`src/rtl/line_cache_pkg.sv`:
```
`default_nettype none

package line_cache_pkg;

    // word geometry
    localparam int BYTES_PER_WORD = 4;
    localparam int BITS_PER_WORD  = 32;

    // line geometry
    localparam int LINE_WORDS  = 16;
    localparam int OFFSET_BITS = 4;
    localparam int ALIGN_BITS  = 2;
    localparam int TAG_BITS    = 26;

    // burst length as log2 of beats
    localparam int LINE_ORDER = 4;

    typedef logic [7:0]                  byte_t;
    typedef logic [BITS_PER_WORD-1:0]    word_t;
    typedef logic [BYTES_PER_WORD-1:0]   strobe_t;

    // whole word or its byte lanes
    typedef union packed {
        word_t                         word;
        byte_t [BYTES_PER_WORD-1:0]    bytes;
    } view_t;

    typedef struct packed {
        logic [TAG_BITS-1:0]    tag;
        logic [OFFSET_BITS-1:0] offset;
        logic [ALIGN_BITS-1:0]  align;
    } line_addr_t;

    typedef enum logic [1:0] {
        SIZE_BYTE,
        SIZE_HALF,
        SIZE_WORD
    } access_size_t;

    // client side, sram-like
    typedef struct packed {
        logic         req;
        logic         wr;
        access_size_t size;
        line_addr_t   addr;
        view_t        wdata;
    } client_req_t;

    typedef struct packed {
        logic  addr_ok;
        logic  data_ok;
        view_t rdata;
    } client_resp_t;

    // cache bus, one okay per beat
    typedef logic [3:0] cbus_order_t;

    typedef struct packed {
        logic        valid;
        logic        is_write;
        cbus_order_t order;
        line_addr_t  addr;
        view_t       wdata;
    } cbus_req_t;

    typedef struct packed {
        logic  okay;
        logic  last;
        view_t rdata;
    } cbus_resp_t;

endpackage

`default_nettype wire

```
`src/rtl/line_buffer.sv`:
```
`timescale 1ns/100ps
`default_nettype none

module line_buffer
    import line_cache_pkg::*;
(
    input  logic         clk,
    input  logic         resetn,
    input  client_req_t  client_req,
    output client_resp_t client_resp,
    output cbus_req_t    cbus_req,
    input  cbus_resp_t   cbus_resp
);

    typedef enum logic [1:0] {
        IDLE,
        WRITEBACK,
        REFILL
    } state_t;

    // byte lanes touched by an access
    function automatic strobe_t decode_strobe(
        access_size_t          size,
        logic [ALIGN_BITS-1:0] align
    );
        strobe_t strb;
        case (size)
            SIZE_BYTE: strb = strobe_t'(1) << align;
            SIZE_HALF: strb = align[1] ? 4'b1100 : 4'b0011;
            default:   strb = '1;
        endcase
        return strb;
    endfunction

    function automatic view_t merge_bytes(view_t base, view_t patch, strobe_t strb);
        view_t result;
        result = base;
        for (int i = 0; i < BYTES_PER_WORD; i++) begin
            if (strb[i]) begin
                result.bytes[i] = patch.bytes[i];
            end
        end
        return result;
    endfunction

    state_t                 state;
    logic                   line_valid;
    logic                   dirty;
    logic [TAG_BITS-1:0]    tag;
    view_t                  mem [LINE_WORDS];
    logic [OFFSET_BITS-1:0] offset;

    // request captured on a miss
    line_addr_t             saved_addr;
    logic                   saved_wr;
    strobe_t                saved_strb;
    view_t                  saved_wdata;

    line_addr_t             req_addr;
    strobe_t                req_strb;
    logic                   tag_hit;
    logic                   beat_hit;
    logic                   beat_last;
    view_t                  refill_word;

    assign req_addr  = client_req.addr;
    assign req_strb  = decode_strobe(client_req.size, req_addr.align);
    assign tag_hit   = line_valid && (tag == req_addr.tag);
    assign beat_hit  = offset == saved_addr.offset;
    assign beat_last = cbus_resp.okay && cbus_resp.last;

    // write miss lands its bytes on the matching beat
    assign refill_word = (saved_wr && beat_hit) ?
        merge_bytes(cbus_resp.rdata, saved_wdata, saved_strb) : cbus_resp.rdata;

    always_ff @(posedge clk) begin
        if (resetn) begin
            state      <= IDLE;
            line_valid <= 1'b0;
            dirty      <= 1'b0;
        end else begin
            case (state)
                IDLE: begin
                    if (client_req.req) begin
                        if (tag_hit) begin
                            if (client_req.wr) begin
                                dirty <= 1'b1;
                            end
                        end else begin
                            state <= dirty ? WRITEBACK : REFILL;
                        end
                    end
                end
                WRITEBACK: begin
                    if (beat_last) begin
                        state <= REFILL;
                    end
                end
                REFILL: begin
                    if (beat_last) begin
                        state      <= IDLE;
                        line_valid <= 1'b1;
                        dirty      <= saved_wr;
                    end
                end
                default: state <= IDLE;
            endcase
        end
    end

    always_ff @(posedge clk) begin
        case (state)
            IDLE: begin
                if (client_req.req) begin
                    if (tag_hit) begin
                        if (client_req.wr) begin
                            mem[req_addr.offset] <= merge_bytes(mem[req_addr.offset],
                                client_req.wdata, req_strb);
                        end
                    end else begin
                        saved_addr  <= req_addr;
                        saved_wr    <= client_req.wr;
                        saved_strb  <= req_strb;
                        saved_wdata <= client_req.wdata;
                        // write-back always starts at word 0
                        offset      <= dirty ? '0 : req_addr.offset;
                    end
                end
            end
            WRITEBACK: begin
                if (beat_last) begin
                    offset <= saved_addr.offset;
                end else if (cbus_resp.okay) begin
                    offset <= offset + 1'b1;
                end
            end
            REFILL: begin
                if (cbus_resp.okay) begin
                    mem[offset] <= refill_word;
                    // wraps inside the line
                    offset      <= offset + 1'b1;
                end
                if (beat_last) begin
                    tag <= saved_addr.tag;
                end
            end
            default: ;
        endcase
    end

    always_comb begin
        client_resp.addr_ok = state == IDLE;
        client_resp.data_ok = (state == IDLE && client_req.req && tag_hit) ||
                              (state == REFILL && cbus_resp.okay && beat_hit);
        // hit reads the array and a miss forwards the beat
        client_resp.rdata   = (state == IDLE) ? mem[req_addr.offset] : cbus_resp.rdata;
    end

    always_comb begin
        cbus_req.valid       = state != IDLE;
        cbus_req.is_write    = state == WRITEBACK;
        cbus_req.order       = cbus_order_t'(LINE_ORDER);
        cbus_req.wdata       = mem[offset];
        cbus_req.addr.tag    = (state == WRITEBACK) ? tag : saved_addr.tag;
        cbus_req.addr.offset = (state == WRITEBACK) ? '0 : saved_addr.offset;
        cbus_req.addr.align  = '0;
    end

    // no beat is routed to an idle buffer
    assert property (@(posedge clk) disable iff (resetn)
        state == IDLE |-> !cbus_resp.okay);

    // a burst keeps valid up until its final beat
    assert property (@(posedge clk) disable iff (resetn)
        cbus_req.valid && !beat_last |=> cbus_req.valid);

endmodule

`default_nettype wire

```
`src/rtl/burst_arbiter.sv`:
```
`timescale 1ns/100ps
`default_nettype none

module burst_arbiter
    import line_cache_pkg::*;
(
    input  logic       clk,
    input  logic       resetn,
    input  cbus_req_t  a_req,
    input  cbus_req_t  b_req,
    output cbus_resp_t a_resp,
    output cbus_resp_t b_resp,
    output cbus_req_t  bus_req,
    input  cbus_resp_t bus_resp
);

    // owner 0 is port a, 1 is port b
    logic      owner;
    logic      busy;
    logic      burst_done;
    logic      last_served;
    logic      pick_b;
    cbus_req_t owner_req;

    assign owner_req = owner ? b_req : a_req;

    // alternate when both ask
    assign pick_b = b_req.valid && (!a_req.valid || last_served == 1'b0);

    always_ff @(posedge clk) begin
        if (resetn) begin
            owner       <= 1'b0;
            busy        <= 1'b0;
            burst_done  <= 1'b0;
            last_served <= 1'b1;
        end else if (!busy) begin
            if (a_req.valid || b_req.valid) begin
                busy        <= 1'b1;
                burst_done  <= 1'b0;
                owner       <= pick_b;
                last_served <= pick_b;
            end
        end else begin
            if (bus_resp.okay && bus_resp.last) begin
                burst_done <= 1'b1;
            end else if (burst_done) begin
                burst_done <= 1'b0;
                // still valid means a refill follows the write-back
                if (!owner_req.valid) begin
                    busy <= 1'b0;
                end
            end
        end
    end

    always_comb begin
        bus_req = busy ? owner_req : '0;

        a_resp       = bus_resp;
        b_resp       = bus_resp;
        a_resp.okay  = busy && !owner && bus_resp.okay;
        a_resp.last  = busy && !owner && bus_resp.last;
        b_resp.okay  = busy && owner && bus_resp.okay;
        b_resp.last  = busy && owner && bus_resp.last;
    end

    assert property (@(posedge clk) disable iff (resetn)
        busy |=> $stable(owner));

endmodule

`default_nettype wire

```
`src/rtl/dual_port_line_cache.sv`:
```
`timescale 1ns/100ps
`default_nettype none

module dual_port_line_cache
    import line_cache_pkg::*;
(
    input  logic         clk,
    input  logic         resetn,
    input  client_req_t  a_req,
    output client_resp_t a_resp,
    input  client_req_t  b_req,
    output client_resp_t b_resp,
    output cbus_req_t    bus_req,
    input  cbus_resp_t   bus_resp
);

    cbus_req_t  a_cbus_req;
    cbus_resp_t a_cbus_resp;
    cbus_req_t  b_cbus_req;
    cbus_resp_t b_cbus_resp;

    // instruction side
    line_buffer u_buffer_a (
        .clk         (clk),
        .resetn      (resetn),
        .client_req  (a_req),
        .client_resp (a_resp),
        .cbus_req    (a_cbus_req),
        .cbus_resp   (a_cbus_resp)
    );

    // data side
    line_buffer u_buffer_b (
        .clk         (clk),
        .resetn      (resetn),
        .client_req  (b_req),
        .client_resp (b_resp),
        .cbus_req    (b_cbus_req),
        .cbus_resp   (b_cbus_resp)
    );

    burst_arbiter u_arbiter (
        .clk      (clk),
        .resetn   (resetn),
        .a_req    (a_cbus_req),
        .b_req    (b_cbus_req),
        .a_resp   (a_cbus_resp),
        .b_resp   (b_cbus_resp),
        .bus_req  (bus_req),
        .bus_resp (bus_resp)
    );

endmodule

`default_nettype wire

```
`config.mk`:
```
export PLATFORM = sky130hd
export DESIGN_NAME = dual_port_line_cache
export DESIGN_NICKNAME = d
export VERILOG_FILES = /design/src/rtl/line_cache_pkg.sv /design/src/rtl/line_buffer.sv /design/src/rtl/burst_arbiter.sv /design/src/rtl/dual_port_line_cache.sv
export SDC_FILE = /design/constraint.sdc
export NUM_CORES = 2
export LEC_CHECK = 0
export BUFFER_PORTS_ARGS = -buffer_cell sky130_fd_sc_hd__clkbuf_2
export CAP_MARGIN = 20
export CORE_UTILIZATION = 40
export DETAILED_ROUTE_END_ITERATION = 6
export PLACE_DENSITY_LB_ADDON = 0.25
export SYNTH_ARGS = -nofsm -noshare
export SYNTH_HDL_FRONTEND = slang
export SYNTH_SLANG_ARGS = --single-unit
```
`constraint.sdc`:
```
create_clock -name clk -period 5.2 [get_ports clk]
set_clock_uncertainty 0.1 [all_clocks]
set_input_delay 1.04 -clock clk [delete_from_list [all_inputs] [get_ports clk]]
set_output_delay 1.04 -clock clk [all_outputs]
set_load 0.05 [all_outputs]
```
## Word-level counts from Yosys, hierarchy flattened

Memories as Yosys holds them, arrays and structs flattened. A register that Yosys moved wholly into a read port is not among the register bits.
Index checks and enable logic that the tools add are counted.

| operators by class | value |
|---|---|
| reduce and logical (&&, ||, !) cells | 52 |
| $add $sub $neg | 2 |
| muxes and demuxes | 128 |
| bitwise logic cells | 4 |
| shift operators | 2 |
| equality and inequality tests | 22 |

Operators with widths:

| operator | number |
|---|---|
| 8-bit two-way mux | 48 |
| 32-bit two-way mux | 6 |
| 70-bit two-way mux | 2 |
| 4-bit two-way mux | 18 |
| 32-bit OR reduction | 2 |
| 26-bit equality test | 2 |
| 26-bit two-way mux | 2 |
| 1-bit two-way mux | 34 |
| 4-bit case mux with 3 select lines | 2 |
| 1-bit logical AND | 22 |
| 2-bit two-way mux | 10 |
| 2-bit inequality test, second input constant | 8 |
| 4-bit case mux with 2 select lines | 2 |
| 2-bit case mux with 3 select lines | 2 |
| 3-bit AND reduction | 4 |
| 5-bit AND reduction | 2 |
| 2-bit nonzero test | 5 |
| 4-bit by 1-bit adder with 4-bit output, second input constant | 2 |
| 2-bit by 1-bit equality test with 1-bit output, second input constant | 4 |
| 4-bit equality test | 2 |
| 2-bit zero test | 4 |
| 2-bit by 1-bit inequality test with 1-bit output, second input constant | 4 |
| 4-bit AND reduction | 2 |
| 1-bit by 2-bit << shifter with 4-bit output, first input constant | 2 |
| other kinds (7) | 19 |

| word-level totals | value |
|---|---|
| memory bits (writable) | 1,024 |
| bits of input ports | 172 |
| register bits | 206 |
| logic and storage cells | 236 |
| memories kept | 2 |

Memories:

| memory | depth | bits a word | read ports | clocked after memory_dff | wr ports | RTL line | text |
|---|---|---|---|---|---|---|---|
| u_buffer_a.mem | 16 | 32 | 2 | 1 | 1 | line_buffer.sv:50 | `view_t mem [LINE_WORDS];` |
| u_buffer_b.mem | 16 | 32 | 2 | 1 | 1 | line_buffer.sv:50 |  |

## Logic depth before layout (Yosys ltp)

| depth | value |
|---|---|
| depth in word-level cells | 8 |
| gate-level depth with buffers | 10 |
| depth with buffers taken out | 8 |

## Cells and area by module

A second synthesis with hierarchy kept.

| second synthesis, totals | value |
|---|---|
| cells, all modules | 3,091 |
| area, all modules | 59,943.7 µm² |

By module, submodules not included:

| module | times used | seq. area each (µm²) | area each (µm²) | cells an instance |
|---|---|---|---|---|
| line_buffer (u_buffer_a) | 1 | 18,447.7 | 29,064.1 | 1,426 |
| line_buffer (u_buffer_b) | 1 | 18,447.7 | 29,045.4 | 1,420 |
| burst_arbiter | 1 | 80.1 | 1,834.3 | 245 |

## Least setup slack after synthesis

Ideal clock, no wire load.

| path | value |
|---|---|
| path type | input to register |
| from | in a_req[61] (netlist bit) |
| to | mem u_buffer_a.mem[10][0] (netlist bit), enable pin |
| library setup time | 461 ps |
| stages on the path | 6 |
| arrival time | 4,724 ps |
| path slack | -85 ps |
| cells stage by stage | xnor2_1 nand4_1 or4_4 or2_4 o32a_4 nor3_1 |

| between the ends | value |
|---|---|
| cells in the longest elaborated chain, start to end | 7 |

Ends and longest elaborated chain:

| item | RTL line | text |
|---|---|---|
| start, declared | dual_port_line_cache.sv:9 | `input client_req_t a_req,` |
| 26-bit equality test | line_buffer.sv:68 | `assign tag_hit = line_valid && (tag == req_addr.tag);` |
| 1-bit logical AND | line_buffer.sv:68 |  |
| 1-bit two-way mux | line_buffer.sv:115 | `if (tag_hit) begin` |
| 1-bit two-way mux | line_buffer.sv:114 | `if (client_req.req) begin` |
| 1-bit two-way mux | line_buffer.sv:112 | `case (state)` |
| 1-bit two-way mux (not written as such) | line_buffer.sv:117 | `mem[req_addr.offset] <= merge_bytes(mem[req_addr.offset],` |
| 1-bit two-way mux (no line) | - |  |
| end, declared | line_buffer.sv:50 |  |

No other way between the ends.

==> out/qor.yml <==
status: "complete, no violations"
cts_tree: "built"
worstReg2RegEnd: "u_buffer_b.mem[3][13]$_DFFE_PP_"
async_reset_ff_share_pct: 0
syn2layout_area_growth_pct: 16.45
fin_nets: 3623
cts.repair.resized: 0
num_io_pins: 310
reg2reg_from: "u_buffer_b.state[0]$_SDFFE_PP0P_"
via_per_inst: 6.079
die_w_um: 384.2
multi_input_area_um2: 20550
final_layout_size_suffix_gt1_share_pct: 41.78
arrival_ps: 3710
power_density_nw_per_um2: 395.5
r2r_cells: 7
synthTopCellsByArea: "edfxtp_1 (63%), mux4_2 (25%), mux2i_1 (1.8%)"
htree_levels: 4
postRouteWirelength_um: 175100
start_kind: "register"
synth_most_common_cell: "edfxtp_1"
p_sw_mw: 7.826
power_leakage_nw: 22.59
drtIter0Drc: 3384
max_clock_freq_mhz: 206.1
chipHeight_um: 384.2
p_int_mw: 19.08
antenna_found_initial: 7
finalSetupViolCount: 0
grt_pass1_vias: 33196
ant_nets: 0
first_pass_iters: 5
ys_seq_area_share_pct: 63.29
max-vdd-ir-drop_mv: 0.3407
yosysWarnings: 0
synthesis.area_um2: 58420
swShare_pct: 29.09
avgSynthCellArea_um2: 19.54
rows: 139
fp.dieArea_um2: 147600
cts_sinks: 1238
worstPathRequired_ps: 4060
min_period_ps: 4852
place.gp.congestion: 0.8523
synth_edf_count: 1218
timing.final.crit_share_pct: 93.31
post_cts.repair.setup_buffers: 0
slew_headroom_pct: 33.13
core_area_um2: 144200
synth.top_cells.by_count: "edfxtp_1 (1218), mux4_2 (640), nand2_1 (210)"
pwr-share-seq_pct: 43.6
crit_type: "register to primary output"
cts_buffers: 138
clk_pin_slew_ps: 60
hpwl_um: 111600
hold_class: "register to register"
place_ws_ps: 487.7
synth_top_cell_by_area: "edfxtp_1"
drc: 0
cp-end-kind: "primary output"
pwr-share-clk_pct: 34.5
ctsHoldBuffers: 0
drv_cap: 0
min-delay-start: "u_buffer_a.saved_addr[31]$_DFFE_PP_"
synth.distinct_cells: 57
rsz0062_at_grt: "no"
min_path_cells: 0
vias: 33108
ys_seq_elements: 1238
reg2reg_slack_ps: 1410
fillers: 12075
clock_latency_ps: 770
cts_root_buf: "clkbuf_16"
synthFlopType: "edfxtp_1"
worst_pin_slew_ps: 1003
worst_slack_ps: 347.9
final_core_util_pct: 47.18
slew_violations: 0
regArea_um2: 37000
numPortBuffers: 304
clockBufferDepth: 3
wl_per_cell_um: 32.14
combPwrFrac_pct: 22.0
synth_cells: 2990
grt_max_degree: 55
globalRouteOverflowTotal: 0
grt_pass1_wl_um: 245900
start_util_pct: 40.52
synth_top_area_share_pct: 62.61
hold_violations: 0
gr-usage-all-layers_pct: 23.75
worst-path-max-fanout: 23
min_to: "u_buffer_a.tag[25]$_DFFE_PP_"
[through the flow]
step | setup TNS, ps | area [µm²] | power [mW] | hold slack, ps | cells
5_1_grt | 0 | 68020 | 27.77 | 337.1 | 5443
2_1_floorplan | -14850 | 58430 | 15.79 | 325.7 | 2994
4_1_cts | 0 | 68020 | 27.13 | 311.7 | 5443
6_report | 0 | 68030 | 26.91 | 345.2 | 5446
3_3_place_gp | 0 | 63830 | 17.88 | 328.8 | 5204
3_5_place_dp | 0 | 63830 | 17.90 | 332.9 | 5204
[metal layers]
metal	share of wire, %	vias to the layer above	GRT usage, %
met5	0.019	-	0
met2	47	1572	37.23
met3	9.8	207	6.357
met1	40	17662	31.97
met4	3.4	6	8.278
li1	-	13661	-
[cell families (layout without fill, tap and decap cells)]
group	count (synthesis)	in the layout	share of synthesized area [%]
AO/OA/AOI/OAI	257	257	2.917
other	1	8	0.006419
flip-flops	1238	1238	63.29
buffers and inverters	241	787	1.932
XOR/XNOR	66	66	0.9895
AND/OR/NAND/NOR	361	361	2.804
multiplexers	816	816	27.84
adder cells (fa/ha/maj)	10	10	0.2142
[how the worst max path moves through the flow]
stage               cells past startpoint                               to
floorplan                               6  u_buffer_a.mem[10][0]$_DFFE_PP_
global placement                        6                       b_resp[22]
CTS                                     7                      bus_req[20]
detailed placement                      6                       b_resp[18]
global route                            7                      bus_req[20]
finish                                  7                      bus_req[20]
[flip-flops by register name (all words and copies together) (netlist names), named ones only]
| register | flops |
|---|---|
| u_buffer_a.mem | 512 |
| u_buffer_b.mem | 512 |
| u_buffer_a.saved_wdata | 32 |
| u_buffer_b.saved_wdata | 32 |
| u_buffer_a.saved_addr | 30 |
| u_buffer_b.saved_addr | 30 |
| u_buffer_a.tag | 26 |
| u_buffer_b.tag | 26 |
| u_buffer_a.offset | 4 |
| u_buffer_a.saved_strb | 4 |
| u_buffer_b.offset | 4 |
| u_buffer_b.saved_strb | 4 |
| u_buffer_a.state | 2 |
| u_buffer_b.state | 2 |
| u_arbiter.burst_done | 1 |
| u_arbiter.busy | 1 |
| u_arbiter.last_served | 1 |
| u_arbiter.owner | 1 |
| u_buffer_a.dirty | 1 |
| u_buffer_a.line_valid | 1 |
| u_buffer_a.saved_wr | 1 |
| u_buffer_b.dirty | 1 |
| u_buffer_b.line_valid | 1 |
| u_buffer_b.saved_wr | 1 |
[area by class of cell]
cell class                      count  area share [%]
Timing Repair Buffer              522           5.580
Antenna cell                        3         0.01104
Multi-Input combinational cell   1515           30.21
Inverter                           26          0.1435
Clock inverter                     76          0.8902
Tap cell                         1903           3.500
Sequential cell                  1238           54.39
Clock buffer                      163           5.277
[power by group through the flow]
stage               Sequential [mW]  Combinational (mW)  Clock [mW]
finish                         11.7                5.91        9.27
global placement               11.9                5.95           0
floorplan                      11.6                4.15           0
global route                   11.8                6.21        9.80
detailed placement             11.9                5.95           0
CTS                            11.7                5.97        9.43
[placed cells by master, fill, tap and decap left out, types with 73 or more instances in the layout]
cell / synthesis / final
clkbuf_2: 0 / 298
mux4_2: 640 / 640
buf_4: 7 / 172
a22oi_1: 81 / 81
nand2_1: 210 / 210
clkbuf_16: 0 / 140
a21oi_1: 79 / 79
mux2_2: 73 / 73
mux2i_1: 103 / 103
edfxtp_1: 1218 / 1218
[worst max-delay path, cell delays in order, from the launching register on]
cell,delay [ps]
dfxtp_4,670
buf_12,270
buf_4,310
mux4_2,540
mux4_2,470
nand2_1,170
a21boi_0,180
clkbuf_2,280
Power figures use the tool's default switching activity.
